==> src/common/lcd_pkg.sv <==
package lcd_pkg;

    // visible area, kept small for simulation
    localparam int H_ACTIVE = 64;
    localparam int V_ACTIVE = 6;
    localparam int H_BLANK  = 16;   // pixel slots
    localparam int V_BLANK  = 2;    // lines
    localparam int H_TOTAL  = H_ACTIVE + H_BLANK;
    localparam int V_TOTAL  = V_ACTIVE + V_BLANK;

    localparam int POP_DIV = 4;     // clocks per pixel slot
    localparam int DIV_W   = $clog2(POP_DIV);

    localparam int X_W = 9;
    localparam int Y_W = 7;

    // rgb666
    typedef struct packed {
        logic [5:0] r;
        logic [5:0] g;
        logic [5:0] b;
    } pixel_t;

    typedef struct packed {
        logic [X_W-1:0] x;
        logic [Y_W-1:0] y;
        logic           hsync;  // line blanking
        logic           vsync;  // frame blanking
        logic           pop;    // one-clock pixel request
    } scan_t;

endpackage

==> src/common/fb_pkg.sv <==
package fb_pkg;

    localparam int BURST_LEN = 8;   // words per read command
    localparam int IDX_W     = $clog2(BURST_LEN);
    localparam int ADDR_W    = 16;  // y in [15:9], x in [8:0]

    localparam int RD_DEPTH  = 16;
    localparam int CMD_DEPTH = 4;

    // framebuffer word, colour in the top six bits of byte lanes 2..0
    typedef struct packed {
        logic [7:0] rsvd3;
        logic [5:0] r;
        logic [1:0] rsvd2;
        logic [5:0] g;
        logic [1:0] rsvd1;
        logic [5:0] b;
        logic [1:0] rsvd0;
    } word_t;

    typedef struct packed {
        logic              read;
        logic [ADDR_W-1:0] addr;
    } mem_cmd_t;

endpackage

==> src/prefetch/pixel_line_cache.sv <==
`timescale 1ns/1ns

module pixel_line_cache import lcd_pkg::*, fb_pkg::*; (
    input  logic             clk,
    input  logic             rst,
    input  logic             wr_en_i,
    input  logic             wr_bank_i,
    input  logic [IDX_W-1:0] wr_idx_i,
    input  pixel_t           wr_pix_i,
    input  logic             side_i,
    input  scan_t            scan_i,
    output pixel_t           pix_o,
    output logic             pix_valid_o
);

    pixel_t mem_q [2*BURST_LEN];   // two banks of one group
    pixel_t pix_q;
    logic   valid_q;
    logic   active_pop;

    assign active_pop = scan_i.pop && !scan_i.hsync && !scan_i.vsync;

    always_ff @(posedge clk) begin
        if (wr_en_i) begin
            mem_q[{wr_bank_i, wr_idx_i}] <= wr_pix_i;
        end
        if (active_pop) begin
            pix_q <= mem_q[{side_i, scan_i.x[IDX_W-1:0]}];
        end
    end

    always_ff @(posedge clk) begin
        if (rst) begin
            valid_q <= 1'b0;
        end else begin
            valid_q <= active_pop;  // blanking pops give no pixel
        end
    end

    assign pix_o       = pix_q;
    assign pix_valid_o = valid_q;

endmodule

==> config.mk <==
export PLATFORM = sky130hd
export DESIGN_NAME = pixel_line_cache
export DESIGN_NICKNAME = d
export VERILOG_FILES = /design/src/common/lcd_pkg.sv /design/src/common/fb_pkg.sv /design/src/prefetch/pixel_line_cache.sv
export SDC_FILE = /design/constraint.sdc
export NUM_CORES = 1
export LEC_CHECK = 0
export CORE_MARGIN = 2
export CORE_UTILIZATION = 24
export CTS_CLUSTER_SIZE = 28
export DETAILED_ROUTE_END_ITERATION = 8
export DONT_BUFFER_PORTS = 1
export PLACE_DENSITY = 0.44
export REMOVE_ABC_BUFFERS = 1
export SETUP_SLACK_MARGIN = 0.5
export SLEW_MARGIN = 40
export SYNTH_ARGS = -nofsm -noshare
export SYNTH_HDL_FRONTEND = slang
export SYNTH_SLANG_ARGS = --single-unit
==> constraint.sdc <==
create_clock -name clk -period 6.55 [get_ports clk]
set_input_delay 1.6375 -clock clk [delete_from_list [all_inputs] [get_ports clk]]
set_output_delay 1.6375 -clock clk [all_outputs]
set_load 0.03 [all_outputs]
* Word-level counts from Yosys, hierarchy flattened
Memories as Yosys holds them, arrays and structs flattened. A register that Yosys moved wholly into a read port is not among the register bits. Index checks and enable logic that the tools add are counted.
Storage, ports and cells: input port bits 45, output and inout port bits 19, latch bits 0, logic and storage cells 8, RAM bits 288, memory bits (read-only) 0, memories 1, register bits after elaboration 1
Memories:
- mem_q | words 16, width 18, read ports 1, clocked after memory_dff 1, write ports 1, RTL line pixel_line_cache.sv:16 | pixel_t mem_q [2*BURST_LEN];
Operators by class: $mul 0, eq/ne operators 0, div/mod/pow operators 0, add/sub/neg operators 0, bitwise logic cells 0, shifts and indexed selects 0, $lt $le $gt $ge 0, reductions and logical operators 4, muxes and demuxes 2
Operators by type and width (number):
- logical AND 1 bit | 2
- logical NOT 1 bit | 2
- 2-to-1 mux 1 bit | 2

* Depth between registers and ports, before layout
depth in word-level cells 3, gate-level depth with buffers 5

* Worst setup path after synthesis
OpenSTA, ideal clock, no wires.
kind in2reg, start input wr_idx_i[2], end memory mem_q[0][0] in the netlist's numbering, enable pin, arrival time 3.417 ns, setup slack 2.717 ns, cell stages on the path 2, required time 6.134 ns, library setup time 0.416 ns, cell sequence or3b_2 nor3_1
RTL lines:
- start, declared | RTL line pixel_line_cache.sv:8 | input logic [IDX_W-1:0] wr_idx_i,
- end, declared | RTL line pixel_line_cache.sv:16
Straight into the memory's write port.

* Worst setup path in the final report
start register, netlist name pix_o[0], end output pix_o[0] in the netlist's numbering
RTL lines:
- end, declared | RTL line pixel_line_cache.sv:12 | output pixel_t pix_o,
No word-level cell between the ends.

==> results by group <==
Status
  • Run status: completed

Placement
  • Cell count after placement: 1096
  • # port buffers: 0
  • Half-perimeter wire length of the detailed placement result: 14000 um
  • Routability Congestion: 0.672

Pwr
  • Highest ir drop seen on vdd: 175 uV
  • Lkg Pwr: 4.26 nW
  • Total power density per cell area: 329 nW/um^2

Setup path
  • Critical path startpoint category: register
  • Startpoint-to-endpoint class of the critical path: reg -> out
  • Required arrival time at the worst endpoint: 4910 ps
  • Critical-path maximum fanout: 1
  • Data arrival at the endpoint of the critical path: 1080 ps
  • Capturing element type of the critical path: output pin

Timing
  • Final period util: 0.415
  • Pin slew with the least headroom to its limit: 783 ps
  • Number of setup violations in the final report: 0
  • Total count of max-transition violations in the final report: 0
  • Maximum clock rate: ~370 MHz
  • Final hold viol count: 0
  • Clock period minus worst slack: 2720 ps
  • Worst setup skew after layout: 19.8 ps
  • Unrepaired setup endpoints after global routing: no
  • Setup TNS: 0 ps
  • Tightest slew margin relative to the limit: 0.476

Clock network
  • Number of H-tree levels: 2
  • Count of cells resized by post-cts repair: 0
  • Max clock buf depth: 3
  • Count of hold-fix buffers inserted at cts: 0
  • Number of buffers inserted during clock tree synthesis: 35
  • Skew-Pair Late Insertion Delay: 500 ps
  • Number of sinks handled by clock tree synthesis: just over 300
  • CTS tree: built
  • Clock slew seen by the registers of the worst setup and hold paths: 60 ps
  • Clock tree root driver cell: clkbuf_16
  • Number of setup buffers added after CTS: 0

Synthesis
  • Register area share after synthesis: 0.798
  • Fraction of synthesized cell area taken by the top area cell type: 0.796
  • Most used DFF post-synth: edfxtp_1
  • Top cells by area in the synthesized netlist: edfxtp_1, mux4_2, mux4_1
  • Post-synthesis cell count: approximately 490
  • Number of flip-flops and latches in the synthesized netlist: 307
  • Share of async-settable or async-resettable flops after synthesis: 0
  • Number of enable flip-flop cells after synthesis: 306
  • Post-synthesis instance area: 11500 um^2
  • Cell taking the most area after synthesis: edfxtp_1
  • Synth warn: 0
  • Mean instance size in the synthesized netlist: 23.8 um^2
  • Netlist cell types: 21

Detailed routing
  • DRC violation total after the first TritonRoute iteration: 427
  • Post-route DRC: 0
  • Count of antenna-violating nets left after detailed routing: 0
  • Wire length per cell after detailed routing: 22.9 um
  • Vias: 5022
  • Number of search-and-repair iterations in the first detailed-routing pass: 4
  • Wire length reported by the detailed router: ~27000 um
  • Mean number of vias per cell: 4.34

Global route
  • Vias in the first global route: 5449
  • Congestion Overflow GR: 0
  • Maximum number of pins on one net before global-route repair: 73
  • Wire length of the first global-routing pass: 37900 um
  • Total Routing Usage GR: 0.107
  • Initial antenna violation count: 0

Final layout
  • Non-Filler Instances: 1158
  • Commonest cells after routing, fill and taps aside: edfxtp_1, mux4_2, clkbuf_16
  • Area growth from synthesis to layout: 18.8%
  • Inserted Diodes: 0
  • Final layout net count: 563
  • Most common cell after layout, fill and taps aside: edfxtp_1
  • Fraction of layout cells with a size suffix above 1: 0.267

Die
  • Die Span X: 223 um
  • Core Region: 47500 um^2
  • DIE HEIGHT: 223 um
  • Starting density of the core: 0.243
  • Number of placement rows: 80
  • Die area: 49800 um^2
  • Number of I/O pins: 64

Job
  • Maximum capacitance violations: 0

Worst hold path
  • Type of the worst min-delay path: reg -> reg
-- cells by family (layout without fill, tap and decap cells) --
family                 Yosys count  after routing  synth area share
DFF                            307            307             0.798
muxes                           72             72             0.148
and+or+nand+nor                 47             47            0.0185
AOI/OAI and AO/OA               36             36            0.0234
buffers and inverters           23             81            0.0121
-- power breakdown --
| group | internal [W] | total (W) | leakage [nW] | switching (W) |
|---|---|---|---|---|
| Sequential | 0.00221 | 0.00222 | 2.78 | 0.0000135 |
| Combinational | 0.0000633 | 0.000122 | 0.853 | 0.0000584 |
| Clock | 0.00142 | 0.00217 | 0.630 | 0.000747 |
-- tightest hold or removal path, cell delays in order, from the launching register on --
cell and delay, ps:
edfxtp_1 310, mux4_1 210, a22oi_1 60, nand2_1 70
-- layer usage --
metal  GRT usage  up-vias  wire [um]
li1            -     2156          -
met5           0        -          0
met2       0.204      112      14800
met3      0.0321       45       1620
met4      0.0282        0        491
met1       0.114     2709       9590
-- final cells by class --
cell class              count  area (um^2)
multi-input cells         155         2270
clock inverters            19          349
well taps                 615          769
repair buffers             19          163
flip-flops and latches    307         9210
clock buffers              43          948
fillers                  4553        33800
-- registers in the layout, indices dropped and copies added (netlist names) --
register,count
pix_valid_o,1
mem_q,288
pix_o,18
-- cell usage after synthesis (2+ instances only) --
master,instances
a22oi_1,36
nand2b_1,2
nor2_1,13
nand2_1,19
edfxtp_1,306
nor3_1,4
buf_1,7
buf_6,5
nand3b_1,2
buf_4,3
nor2b_1,3
mux4_1,22
mux4_2,50
buf_2,3
clkbuf_1,4
-- path summary, 6_finish.rpt --
| path | start | end | slack, ps | cells after the start |
|---|---|---|---|---|
| max | pix_o[0] | pix_o[0] | 3830 | 0 |
| min | mem_q[4][0] | pix_o[0] | 740 | 3 |
| max reg2reg | mem_q[1][10] | pix_o[10] | 5090 | 3 |
| min reg2reg | mem_q[4][0] | pix_o[0] | 740 | 3 |
-- per-stage QoR --
step	power (W)	utilization	hold WS [ps]	area, um^2	setup slack [ps]
final	0.00451	0.288	744	13700	3830
after CTS	0.00457	0.288	751	13700	3620
after global placement	0.00238	0.260	739	12400	3150
after global routing	0.00465	0.288	790	13700	3790
after detailed placement	0.00239	0.261	735	12400	3110
after floorplan	0.00234	-	705	11400	2720
(Power assumes the default switching activity.)
