## config.mk

```make
export PLATFORM = sky130hd
export DESIGN_NAME = lcd_scan_counter
export DESIGN_NICKNAME = d
export VERILOG_FILES = /design/src/common/lcd_pkg.sv /design/src/rtl/lcd_scan_counter.sv
export SDC_FILE = /design/constraint.sdc
export NUM_CORES = 1
export LEC_CHECK = 0
export ABC_AREA = 0
export BUFFER_PORTS_ARGS = -buffer_cell sky130_fd_sc_hd__buf_2
export CAP_MARGIN = 20
export CORE_MARGIN = 5
export CORE_UTILIZATION = 50
export CTS_BUF_LIST = sky130_fd_sc_hd__clkbuf_4
export CTS_CLUSTER_SIZE = 10
export DETAILED_ROUTE_END_ITERATION = 10
export PLACE_DENSITY = 0.75
export SYNTH_ARGS = -nofsm -noshare
export SYNTH_HDL_FRONTEND = slang
export SYNTH_SLANG_ARGS = --single-unit
```

## constraint.sdc

```tcl
create_clock -name clk -period 3.2 [get_ports clk]
set_input_delay 0.32 -clock clk [delete_from_list [all_inputs] [get_ports clk]]
set_output_delay 0.32 -clock clk [all_outputs]
set_load 0.02 [all_outputs]
```

## src/common/lcd_pkg.sv

```systemverilog
package lcd_pkg;

    // visible area, kept small for simulation
    localparam int H_ACTIVE = 64;
    localparam int V_ACTIVE = 6;
    localparam int H_BLANK  = 16;   // pixel slots
    localparam int V_BLANK  = 2;    // lines
    localparam int H_TOTAL  = H_ACTIVE + H_BLANK;
    localparam int V_TOTAL  = V_ACTIVE + V_BLANK;

    localparam int POP_DIV = 4;     // clocks per pixel slot
    localparam int DIV_W   = $clog2(POP_DIV);

    localparam int X_W = 9;
    localparam int Y_W = 7;

    // rgb666
    typedef struct packed {
        logic [5:0] r;
        logic [5:0] g;
        logic [5:0] b;
    } pixel_t;

    typedef struct packed {
        logic [X_W-1:0] x;
        logic [Y_W-1:0] y;
        logic           hsync;  // line blanking
        logic           vsync;  // frame blanking
        logic           pop;    // one-clock pixel request
    } scan_t;

endpackage

```

## src/rtl/lcd_scan_counter.sv

```systemverilog
`timescale 1ns/1ns

module lcd_scan_counter import lcd_pkg::*; (
    input  logic  clk,
    input  logic  rst,
    output scan_t scan_o
);

    logic [DIV_W-1:0] div_q;
    logic [X_W-1:0]   x_q;
    logic [Y_W-1:0]   y_q;
    logic             pop;

    assign pop = (div_q == DIV_W'(POP_DIV - 2));

    always_ff @(posedge clk) begin
        if (rst) begin
            div_q <= '0;
            // start in the hsync of the last blank line
            // so group 0 of line 0 is the first fetch
            x_q   <= X_W'(H_ACTIVE);
            y_q   <= Y_W'(V_TOTAL - 1);
        end else begin
            div_q <= (div_q == DIV_W'(POP_DIV - 1)) ? '0 : div_q + 1'b1;
            if (pop) begin
                if (x_q == X_W'(H_TOTAL - 1)) begin
                    x_q <= '0;
                    y_q <= (y_q == Y_W'(V_TOTAL - 1)) ? '0 : y_q + 1'b1;
                end else begin
                    x_q <= x_q + 1'b1;
                end
            end
        end
    end

    assign scan_o.x     = x_q;
    assign scan_o.y     = y_q;
    assign scan_o.hsync = (x_q >= X_W'(H_ACTIVE));
    assign scan_o.vsync = (y_q >= Y_W'(V_ACTIVE));
    assign scan_o.pop   = pop;

    // one pixel slot is never shorter than two clocks
    a_pop_spaced: assert property (@(posedge clk) disable iff (rst) pop |=> !pop);

endmodule

```

* Word level (Yosys, flattened, before mapping) *
Index checks and enable logic that the tools add are counted.

operators by class
  mux-type cells = 2
  reduce and logical (&&, ||, !) cells = 2
  equal/unequal tests = 4
  magnitude comparators = 2
  add/sub/neg operators = 3

operators by type and width
  kind                                                                    count
  9-bit by 1-bit adder with 9-bit output (second input constant)          1
  9-bit by 7-bit equality test with 1-bit output (second input constant)  1
  9-bit by 7-bit >= comparator with 1-bit output (second input constant)  1
  9-bit 2-to-1 mux                                                        1
  7-bit by 1-bit adder with 7-bit output (second input constant)          1
  7-bit by 3-bit equality test with 1-bit output (second input constant)  1
  7-bit by 3-bit >= comparator with 1-bit output (second input constant)  1
  7-bit 2-to-1 mux                                                        1
  2-bit equality test (second input constant)                             2
  2-bit by 1-bit adder with 2-bit output (second input constant)          1
  2-bit AND reduction                                                     1
  2-bit OR reduction                                                      1

word-level totals
  flip-flop bits (word level) = 18
  output and inout bits = 19
  input port bits = 2

* Logic depth before layout (Yosys ltp) *
  depth in word-level cells = 2
  gate-level depth with buffers = 8
  depth with buffers taken out = 6

* Worst setup path before layout *
No wires, ideal clock.

  kind = register to register
  start point = reg x_q[0]
  end point = reg y_q[2]
  stages on the path, launching flop included = 8
  setup slack = 1569 ps
  data required time = 3075 ps
  period minus slack after synthesis = 1631 ps
  arrival time = 1506 ps
  setup time = 125 ps
  cell sequence = dfxtp_1 ha_1 and4_1 buf_6 and3_1 buf_6 a211oi_1 a31oi_1

on the way
  longest elaborated chain between the ends = 2

ends and longest elaborated chain
  item                                            RTL line                RTL
  start, declared                                 lcd_scan_counter.sv:10  logic [X_W-1:0] x_q;
  start signal, assigned                          lcd_scan_counter.sv:21  x_q <= X_W'(H_ACTIVE);
  start signal, assigned                          lcd_scan_counter.sv:30  x_q <= x_q + 1'b1;
  9-bit by 7-bit equality test with 1-bit output  lcd_scan_counter.sv:26  if (x_q == X_W'(H_TOTAL - 1)) begin
  2-bit AND reduction (no source line)            -
  end signal, assigned                            lcd_scan_counter.sv:22  y_q <= Y_W'(V_TOTAL - 1);
  end signal, assigned                            lcd_scan_counter.sv:28  y_q <= (y_q == Y_W'(V_TOTAL - 1)) ? '0 : y_q + 1'b1;
  end, declared                                   lcd_scan_counter.sv:11  logic [Y_W-1:0] y_q;

Every way passes these cells.
A chain may end at the register's enable or synchronous reset.

* Worst setup path in the final report *
  start point = reg div_q[0]
  end point = reg y_q[6]

on the way
  longest elaborated chain between the ends = 2

ends and longest elaborated chain
  item                                  RTL line                RTL
  start, declared                       lcd_scan_counter.sv:9   logic [DIV_W-1:0] div_q;
  start signal, assigned                lcd_scan_counter.sv:24  div_q <= (div_q == DIV_W'(POP_DIV - 1)) ? '0 : div_q + 1'b1;
  2-bit equality test                   lcd_scan_counter.sv:14  assign pop = (div_q == DIV_W'(POP_DIV - 2));
  2-bit AND reduction (no source line)  -

Every way passes these cells.

==> results.cfg <==
[status]
status = finished, final reports clean

[detailed_routing]
drtPass1Iterations = 4
vias = 740
wl_um = 1761
ant_nets = 0
route.detailed.drc = 0
via_per_inst = 5.248
drtIter0Drc = 5
wl_per_cell_um = 12.49

[layout]
nets = 125
final_common_cell = buf_2
drive_above_1_share_pct = 20.69
area_growth_pct = 13.83
final_cell_mix = buf_2, dfxtp_1, nor3_1, nor2_1, xor2_1
nFillCells = 165
antenna-diode-count = 0

[power]
switchingPower_uw = 90.74
switching_share_pct = 24.07
p_leak_uw = 0.0004344
powerDensity_mw_per_mm2 = 369.7
intPower_uw = 286.3
ir_drop_v = 0.0003553
p_seq_share_pct = 62.2
clkPwrFrac_pct = 30.2
p_comb_share_pct = 7.6

[place]
dp_hpwl_um = 1337
place.gp.congestion = 0.7695
io_buffers = 20
dp_worst_setup_slack_ns = 1.334

[clock_network]
postCtsSetupBuffers = 0
clk_path_buf_depth = 2
cts.sinks = 18
cts_resized = 0
cts_tree = built
cts_buffers = 3
htree_levels = 1
cts_root_buf = clkbuf_4
clkTransAtPathRegs_ns = 0.10
postCtsHoldBufs = 0
clock_latency_ns = 0.29

[sta]
min_period_ns = 1.864
clock_skew_ns = 0.003434
setup_viol = 0
tightest_slew_ns = 0.3490
setup_slack_ns = 1.336
clock.fmax_ghz = 0.5363
drv_slew = 0
tns_ns = 0
finalHoldViolations = 0
rsz0062_at_grt = no
fin_crit_sh_pct = 58.27
relSlewSlack_pct = 76.52

[critical_path]
crit_type = reg2reg
worst_setup_path_start_kind = flip-flop
r2r_setup_slack_ns = 1.34
worstPathArrival_ns = 2.06
crit_path_end_kind = flip-flop
cp.required_ns = 3.39
critPathMaxFanout = 10

[global_route]
grt_max_degree = 17
grt_pass1_vias = 661
grt_overflow = 0
grt_antenna_before_repair = 0
grt_pass1_wl_um = 2994
grt_usage_pct = 15.06

[logic_synthesis]
seq_area_frac_synth_pct = 40.22
avgSynthCellArea_sq_um = 9.332
syn_inst = 96
synth_ff_type = dfxtp_1
synth.distinct_cells = 27
synth-edff-count = 0
yosys_warnings = 0
ys_ff_latch = 18
syn-cell-area_sq_um = 895.9
synthArstFlopShare_pct = 0
synthesis.nets = 104

[floorplanning]
die_x_um = 52.33
rows = 15
start_util_pct = 52.45
core_sq_mm = 0.001708
die_y_um = 52.33
io_pins = 21
dieArea_sq_mm = 0.002738

[flow_run]
drv_cap = 0

[min_path]
hold_path_class = in2reg
==> power by group through the flow <==
stage          combinational (uW)  clock (uW)  sequential, uW
6_report                     28.6         114             234
5_1_grt                      33.1         126             235
4_1_cts                      29.1         119             234
3_5_place_dp                 29.0           0             240
3_3_place_gp                 28.2           0             239
2_1_floorplan                20.4           0             242
==> routing by layer <==
metal	global-route usage, %	wire [um]
met4	5.106	27
met5	0	0
met2	25.41	870
met1	16.70	767
met3	6.553	95
==> critical path, stage by stage, from the launching register on <==
cell	delay, ns
dfxtp_1	0.33
inv_1	0.06
ha_1	0.26
and4_1	0.40
and3_1	0.42
a21o_1	0.22
nor2_1	0.07
==> kinds of logic (layout without fill, tap and decap cells) <==
| family | count (synthesis) | after routing | synth area share (%) |
|---|---|---|---|
| DFF | 18 | 18 | 40.22 |
| muxes | 1 | 1 | 1.117 |
| xor gates and xnor gates | 12 | 12 | 11.73 |
| AOI/OAI and AO/OA | 7 | 7 | 5.726 |
| and+or+nand+nor | 44 | 44 | 27.38 |
| adders and majority gates | 6 | 6 | 8.380 |
| buffers and inverters | 8 | 28 | 5.446 |
==> Yosys cell counts, types with 2 or more instances <==
cell type	n	area share (%)
a211o_1	2	2.0
nor2_1	8	3.4
nor4bb_1	2	2.2
inv_1	4	1.7
dfxtp_1	18	40
xnor2_1	5	4.9
nand3_1	2	1.1
buf_6	2	2.5
nand2_1	4	1.7
and3_1	5	3.5
nand4_1	6	4.2
nor3_1	11	6.1
xor2_1	7	6.8
ha_1	6	8.4
a21o_1	2	1.7
==> state kept, by name, summed over array words and instances (netlist names) <==
register,flops
div_q,2
y_q,7
x_q,9
==> area by class of cell <==
| type | count | area (sq um) | share of cell area (%) |
|---|---|---|---|
| multi-input combinational | 70 | 486.7 | 47.73 |
| timing repair buffer | 20 | 100.1 | 9.816 |
| clock inverter | 1 | 3.754 | 0.3681 |
| inverter | 4 | 15.01 | 1.472 |
| clock buffer | 3 | 22.52 | 2.209 |
| sequential | 18 | 360.3 | 35.34 |
| tap | 25 | 31.28 | 3.067 |
==> metrics by stage <==
step                      instances  total power [uW]  utilization, %  hold slack (ns)  cell area (sq um)
after CTS                       141             382.6           59.71           0.3644               1020
after global routing            141             394.7           59.71           0.3827               1020
after floorplan                  96             262.1               -           0.3993              895.9
final                           141             377.0           59.71           0.3721               1020
after detailed placement        137             268.7           58.17           0.4498              993.5
after global placement          137             267.6           58.17           0.4377              993.5
==> path summary, 6_finish.rpt <==
| kind | from | endpoint | depth (start not counted) |
|---|---|---|---|
| setup reg to reg | div_q[0]$_SDFF_PP0_ | y_q[6]$_SDFFE_PP0P_ | 6 |
| hold / removal | rst | x_q[2]$_SDFFE_PP0P_ | 2 |
| hold reg to reg | div_q[0]$_SDFF_PP0_ | div_q[0]$_SDFF_PP0_ | 1 |
| setup / recovery | div_q[0]$_SDFF_PP0_ | y_q[6]$_SDFFE_PP0P_ | 6 |
Note: power is estimated with default switching activity, not from simulation.
