`src/common/lcd_pkg.sv`:
```
package lcd_pkg;

    // visible area, kept small for simulation
    localparam int H_ACTIVE = 64;
    localparam int V_ACTIVE = 6;
    localparam int H_BLANK  = 16;   // pixel slots
    localparam int V_BLANK  = 2;    // lines
    localparam int H_TOTAL  = H_ACTIVE + H_BLANK;
    localparam int V_TOTAL  = V_ACTIVE + V_BLANK;

    localparam int POP_DIV = 4;     // clocks per pixel slot
    localparam int DIV_W   = $clog2(POP_DIV);

    localparam int X_W = 9;
    localparam int Y_W = 7;

    // rgb666
    typedef struct packed {
        logic [5:0] r;
        logic [5:0] g;
        logic [5:0] b;
    } pixel_t;

    typedef struct packed {
        logic [X_W-1:0] x;
        logic [Y_W-1:0] y;
        logic           hsync;  // line blanking
        logic           vsync;  // frame blanking
        logic           pop;    // one-clock pixel request
    } scan_t;

endpackage

```
`src/common/fb_pkg.sv`:
```
package fb_pkg;

    localparam int BURST_LEN = 8;   // words per read command
    localparam int IDX_W     = $clog2(BURST_LEN);
    localparam int ADDR_W    = 16;  // y in [15:9], x in [8:0]

    localparam int RD_DEPTH  = 16;
    localparam int CMD_DEPTH = 4;

    // framebuffer word, colour in the top six bits of byte lanes 2..0
    typedef struct packed {
        logic [7:0] rsvd3;
        logic [5:0] r;
        logic [1:0] rsvd2;
        logic [5:0] g;
        logic [1:0] rsvd1;
        logic [5:0] b;
        logic [1:0] rsvd0;
    } word_t;

    typedef struct packed {
        logic              read;
        logic [ADDR_W-1:0] addr;
    } mem_cmd_t;

endpackage

```
`src/prefetch/fb_prefetch_fsm.sv`:
```
`timescale 1ns/1ns

module fb_prefetch_fsm import lcd_pkg::*, fb_pkg::*; (
    input  logic             clk,
    input  logic             rst,
    input  scan_t            scan_i,
    output logic             cmd_en_o,
    output mem_cmd_t         cmd_o,
    input  logic             cmd_full_i,
    output logic             rd_en_o,
    input  word_t            rd_data_i,
    input  logic             rd_empty_i,
    output logic             wr_en_o,
    output logic             wr_bank_o,
    output logic [IDX_W-1:0] wr_idx_o,
    output pixel_t           wr_pix_o,
    output logic             side_o,
    output logic             underrun_o
);

    typedef enum logic [1:0] {
        ST_IDLE,
        ST_ISSUE,
        ST_COLLECT
    } state_t;

    state_t           state_q;
    logic [X_W-1:0]   tgt_x_q;
    logic [Y_W-1:0]   tgt_y_q;
    logic [IDX_W-1:0] idx_q;
    logic             side_q;
    logic             swap_pend_q;  // fill done, waiting for end of shown group
    logic             underrun_q;
    logic             wr_en_q;
    logic             wr_bank_q;
    logic [IDX_W-1:0] wr_idx_q;
    pixel_t           wr_pix_q;

    logic [Y_W-1:0] next_y;
    logic           line_req;
    logic           group_req;
    logic           req;
    logic           group_end;

    assign next_y = (scan_i.y == Y_W'(V_TOTAL - 1)) ? '0 : scan_i.y + 1'b1;

    // group 0 of the next line, on the first hsync slot only
    assign line_req = scan_i.pop && scan_i.x == X_W'(H_ACTIVE) && next_y < Y_W'(V_ACTIVE);

    assign group_req = scan_i.pop && !scan_i.hsync && !scan_i.vsync
                       && scan_i.x[IDX_W-1:0] == '0
                       && scan_i.x < X_W'(H_ACTIVE - BURST_LEN);

    assign req       = line_req || group_req;
    assign group_end = scan_i.pop && scan_i.x[IDX_W-1:0] == IDX_W'(BURST_LEN - 1);

    assign rd_en_o = (state_q == ST_COLLECT) && !rd_empty_i;

    always_ff @(posedge clk) begin
        if (rst) begin
            state_q     <= ST_IDLE;
            idx_q       <= '0;
            side_q      <= 1'b0;
            swap_pend_q <= 1'b0;
            underrun_q  <= 1'b0;
            wr_en_q     <= 1'b0;
        end else begin
            wr_en_q <= rd_en_o;
            if (req && (state_q != ST_IDLE || swap_pend_q)) begin
                underrun_q <= 1'b1;   // sticky
            end
            // swap after the last pixel of the group on screen
            if (group_end && swap_pend_q) begin
                side_q      <= ~side_q;
                swap_pend_q <= 1'b0;
            end
            case (state_q)
                ST_IDLE: begin
                    if (req && !swap_pend_q) begin
                        state_q <= ST_ISSUE;
                    end
                end
                ST_ISSUE: begin
                    if (!cmd_full_i) begin
                        state_q <= ST_COLLECT;
                        idx_q   <= '0;
                    end
                end
                ST_COLLECT: begin
                    if (rd_en_o) begin
                        idx_q <= idx_q + 1'b1;
                        if (idx_q == IDX_W'(BURST_LEN - 1)) begin
                            state_q     <= ST_IDLE;
                            swap_pend_q <= 1'b1;
                        end
                    end
                end
                default: state_q <= ST_IDLE;
            endcase
        end
    end

    always_ff @(posedge clk) begin
        if (state_q == ST_IDLE && req) begin
            tgt_x_q <= line_req ? '0 : scan_i.x + X_W'(BURST_LEN);
            tgt_y_q <= line_req ? next_y : scan_i.y;
        end
        if (rd_en_o) begin
            wr_bank_q <= ~side_q;   // fill the hidden bank
            wr_idx_q  <= idx_q;
            wr_pix_q  <= pixel_t'{r: rd_data_i.r, g: rd_data_i.g, b: rd_data_i.b};
        end
    end

    assign cmd_en_o   = (state_q == ST_ISSUE);
    assign cmd_o      = mem_cmd_t'{read: 1'b1, addr: {tgt_y_q, tgt_x_q}};
    assign wr_en_o    = wr_en_q;
    assign wr_bank_o  = wr_bank_q;
    assign wr_idx_o   = wr_idx_q;
    assign wr_pix_o   = wr_pix_q;
    assign side_o     = side_q;
    assign underrun_o = underrun_q;

    // a word never lands in a bank that is still waiting to be shown
    a_rd_in_collect: assert property (@(posedge clk) disable iff (rst)
        rd_en_o |-> state_q == ST_COLLECT && !swap_pend_q);

endmodule

```
`config.mk`:
```
export PLATFORM = sky130hd
export DESIGN_NAME = fb_prefetch_fsm
export DESIGN_NICKNAME = d
export VERILOG_FILES = /design/src/common/lcd_pkg.sv /design/src/common/fb_pkg.sv /design/src/prefetch/fb_prefetch_fsm.sv
export SDC_FILE = /design/constraint.sdc
export NUM_CORES = 1
export LEC_CHECK = 0
export BUFFER_PORTS_ARGS = -buffer_cell sky130_fd_sc_hd__buf_2
export CORE_ASPECT_RATIO = 1.1
export CORE_MARGIN = 2
export CORE_UTILIZATION = 45
export DETAILED_ROUTE_END_ITERATION = 6
export PLACE_DENSITY = 0.9
export REMOVE_ABC_BUFFERS = 1
export SLEW_MARGIN = 25
export SYNTH_ARGS = -nofsm -noshare
export SYNTH_HDL_FRONTEND = slang
export SYNTH_SLANG_ARGS = --single-unit
```
`constraint.sdc`:
```
create_clock -name clk -period 4.3 [get_ports clk]
set_clock_uncertainty 0.2 [all_clocks]
set_input_delay 0.215 -clock clk [delete_from_list [all_inputs] [get_ports clk]]
set_output_delay 0.215 -clock clk [all_outputs]
set_load 0.03 [all_outputs]
```
[Word level (Yosys, flattened, before mapping)]
Index checks and enable logic that the tools add are counted.
Storage, ports and cells
  bits in registers: 47
  word-level logic and storage cells: 67
Cells by class
  equality and inequality tests: 10
  reduce and logical (&&, ||, !) cells: 24
  multiplexer cells: 14
  bitwise logic cells: 1
  $lt $le $gt $ge: 2
  add/subtract/negate cells: 3
Operators with widths (count)
  two-way mux 7 bit: 2
  logical AND 1 bit: 12
  adder 9 x 4 -> 9 bit (second input constant): 1
  equality test 9 x 7 -> 1 bit (second input constant): 1
  < comparator 9 x 6 -> 1 bit (second input constant): 1
  two-way mux 2 bit: 4
  adder 7 x 1 -> 7 bit (second input constant): 1
  equality test 7 x 3 -> 1 bit (second input constant): 1
  < comparator 7 x 3 -> 1 bit (second input constant): 1
  equality test 3 bit (second input constant): 2
  two-way mux 3 bit: 2
  != test 2 bit (second input constant): 3
  one-hot mux 2 bit (3 select lines): 1
  one-hot mux 3 bit (2 select lines): 1
  zero test 1 bit: 4
  two-way mux 1 bit: 4
  AND reduction 4 bit: 1
  nonzero test 2 bit: 2
  adder 3 x 1 -> 3 bit (second input constant): 1
  zero test 3 bit: 1
  AND reduction 3 bit: 1
  equality test 2 x 1 -> 1 bit (second input constant): 1
  equality test 2 bit (second input constant): 1
  zero test 2 bit: 1
  3 further kinds: 4

[Logic depth before layout (Yosys ltp)]
  depth in word-level cells: 9
  depth in mapped cells: 7

[Least setup slack after synthesis]
OpenSTA, ideal clock, no wires.
  path kind: register to register
  start point: register state_q[1]
  end point: register idx_q[0]
  clock period less this slack: 3836 ps
  data required time: 3974 ps
  path buffers: 0
  arrival time: 3510 ps
  stages on the path, launching flop included: 5
  path slack: 464 ps
  path through: dfxtp_1 -> nor3b_1 -> nor2_1 -> a21oi_1 -> nor2_1
On the way
  cells in the longest elaborated chain, start to end: 4
  elaborated cells between the ends (all ways): 8
  classes of those cells: eq/ne: 4; mux: 1; reduce/logical: 3
RTL lines
  start, declared: line fb_prefetch_fsm.sv:27  | state_t state_q;
  start signal, assigned: line fb_prefetch_fsm.sv:61  | state_q <= ST_IDLE;
  start signal, assigned: line fb_prefetch_fsm.sv:80  | state_q <= ST_ISSUE;
  start signal, assigned: line fb_prefetch_fsm.sv:85  | state_q <= ST_COLLECT;
  equality test 2 bit: line fb_prefetch_fsm.sv:57  | assign rd_en_o = (state_q == ST_COLLECT) && !rd_empty_i;
  logical AND 1 bit: line fb_prefetch_fsm.sv:57
  net rd_en_o: line fb_prefetch_fsm.sv:10  | output logic rd_en_o,
  != test 2 bit (no source line)
  AND reduction 3 bit (no source line)
  end signal, assigned: line fb_prefetch_fsm.sv:91  | idx_q <= idx_q + 1'b1;
  end, declared: line fb_prefetch_fsm.sv:30  | logic [IDX_W-1:0] idx_q;
The timed path passes the listed nets, and every way through them passes these cells.
A chain may end at the register's enable or synchronous reset.

[Worst setup path in the final report]
  start point: input scan_i[11] (netlist name)
  end point: register tgt_y_q[1], enable pin
On the way
  cells in the longest elaborated chain, start to end: 5
  elaborated cells between the ends (all ways): 9
  classes of those cells: order compare: 1; eq/ne: 1; reduce/logical: 7
RTL lines
  start, declared: line fb_prefetch_fsm.sv:6  | input scan_t scan_i,
  parallel branches: the longest is 3 deep, another holds < comparator 9 x 6 -> 1 bit
  logical OR 1 bit (*): line fb_prefetch_fsm.sv:54  | assign req = line_req || group_req;
  logical AND 1 bit (*): line fb_prefetch_fsm.sv:104  | if (state_q == ST_IDLE && req) begin
  end signal, assigned: line fb_prefetch_fsm.sv:106  | tgt_y_q <= line_req ? next_y : scan_i.y;
  end, declared: line fb_prefetch_fsm.sv:29  | logic [Y_W-1:0] tgt_y_q;
Every way passes the cells marked *.

==> impl_metrics.ini <==
[routing]
drc = 0
drtIter0Drc = 58
firstDrtPassIters = 4
wl_um = 4065
vias = 1449
via_per_inst = 4.862
drtAntennaViolNets = 0
avgRoutedWirePerCell_um = 13.64

[logic_synthesis]
ys_async_sr_fraction_pct = 0
synth-compound-area-share_pct = 4.554
synthAdderAreaFrac_pct = 2.602
synth_warnings = 0
synth-edff-count = 38
synthMuxAreaShare_pct = 1.171
synth_top_family_by_area = simple AND/OR/NAND/NOR gates
synth.cell_area_um2 = 1923
seq_area_frac_synth_pct = 68.71
synth_flop_cell = edfxtp_1
avgSynthCellArea_um2 = 13.74
ys_seq_elements = 47
synth-simple-area-share_pct = 16.59
synth-xor-area-share_pct = 3.643
yosysUniqueCellTypes = 35
syn_inst = 140

[finish]
fin_nets = 304
diodes = 0
fillers = 320
multi_input_area_um2 = 558.0
final_cell_mix = buf_2, edfxtp_1, dlygate4sd3_1
layout_commonest_cell = buf_2
syn_to_final_growth_pct = 41.51
seqCellArea_um2 = 1321
drive_above_1_share_pct = 39.84

[run]
drv_cap = 0

[pwr]
p_total_w = 0.0009235
peakVddDrop_v = 0.0001728
power_density_nw_per_um2 = 339.4
p_leak_nw = 1.125

[clock_network]
numCtsBuffers = 5
clk_latency_ns = 0.29
htreeDepth = 2
postCtsHoldBufs = 21
post_cts_buffers = 0
clk_pin_slew_worst_paths_ns = 0.08
root_buffer = clkbuf_8
post_cts_resized = 0
cts_tree = built
clock_sinks = 47
cts_buffer_depth = 2

[die]
die_area_um2 = 4813
die_height_um = 72.57
io_pins = 99
fp-row-count = 24
dieWidth_um = 66.33
start_util_pct = 47.79
core-area_um2 = 4024

[outcome]
outcome = finished clean

[critical_path]
end_kind = flip-flop
required_ns = 4.03
crit_arrival_ns = 2.76
path_max_fanout = 16
path_class = primary input to flip-flop
cp-start-kind = primary input

[global_route]
grtUsageTotal_pct = 17.60
grt-ovfl-total = 0
grt_antenna_before_repair = 0
grt_pass1_wl_um = 6216
grt_max_degree = 23
first_global_vias = 1370

[worst_hold_path]
hold_class = primary input to flip-flop

[sta]
rsz0062_at_grt = false
tns_ns = 0
setup-violations-final = 0
min_period_over_period_pct = 70.36
worst_slew_pin_slew_ns = 0.6769
slew_headroom_pct = 54.87
fin_crit_ns = 3.026
slew_viol_final = 0
max_freq_mhz = 330.5
hold_violations = 0

[placed_design]
dp_hpwl_um = 2894
port_buffers = 83
place_congestion = 0.7336
per-stage QoR:
| stage | setup WS [ns] | cells | cell area [um2] | hold slack [ns] | utilization [%] |
|---|---|---|---|---|---|
| floorplan | 0.4740 | 133 | 1886 | 0.08661 | - |
| global placement | 1.537 | 269 | 2379 | 0.1916 | 59.11 |
| detailed placement | 1.474 | 269 | 2379 | 0.1937 | 59.11 |
| CTS | 1.253 | 298 | 2721 | 0.0009044 | 67.63 |
| global route | 1.109 | 298 | 2721 | 0.006976 | 67.63 |
| finish | 1.274 | 298 | 2721 | 0.009139 | 67.63 |
synth_stat cells (3+ instances only):
cell type	instances	area share (%)
xor2_1	4	1.8
and4_1	3	1.4
inv_1	3	0.59
nand2_1	6	1.2
and3_1	3	0.98
ha_1	4	2.6
nand3_1	4	1.0
xnor2_1	4	1.8
nor2b_1	7	2.3
nor3_1	4	1.0
clkbuf_1	4	0.78
o21a_1	3	1.2
nor2_1	15	2.9
edfxtp_1	38	59
a21oi_1	5	1.3
dfxtp_1	9	9.4
state kept, by name, indices dropped and copies added, names as in the netlist:
signal       flops
wr_pix_o        18
tgt_x_q          9
tgt_y_q          7
idx_q            3
wr_idx_o         3
state_q          2
side_o           1
swap_pend_q      1
underrun_o       1
wr_bank_o        1
wr_en_o          1
area by class of cell:
type,count,share of cell area (%)
clock buffers,6,2.667
clock inverters,2,2.207
inverters,3,0.4138
multi-input cells,83,20.51
flip-flops and latches,47,48.55
well taps,52,2.391
repair buffers,105,23.26
power by group:
group | switching [W] | internal, W
sequential | 0.0000000912 | 0.000490
combinational | 0.0000263 | 0.0000365
clock | 0.000138 | 0.000232
total | 0.000165 | 0.000759
logic make-up (layout without fill, tap and decap cells):
family	after synthesis	after routing
other cells	1	1
xor+xnor	8	8
mux	2	2
fa+ha+maj	4	4
buf+inv	10	116
simple gates	55	55
compound gates	13	13
flops	47	47
layer usage:
layer  global-route usage (%)  part of all wire (%)
met1                    19.79                    41
met2                    31.67                    50
met3                    5.891                   8.5
met4                    4.762                  0.66
met5                        0                     0
path summary, 6_finish.rpt:
check	slack (ns)	cells after the start	end	start
worst min register to register	0.30	1	wr_bank_o	side_o
worst max-delay path	1.27	7	tgt_y_q[1]	scan_i[11]
worst min-delay path	0.009	2	side_o	rst
worst max register to register	2.34	5	idx_q[1]	state_q[1]
critical path, cell delays in order:
cell and delay (ns):
dlygate4sd3_1 0.54, buf_2 0.13, or4b_1 0.54, nor3_2 0.19, nand4_2 0.18, nor2b_4 0.33, o21a_1 0.63
Note: power is estimated with default switching activity, not from simulation.
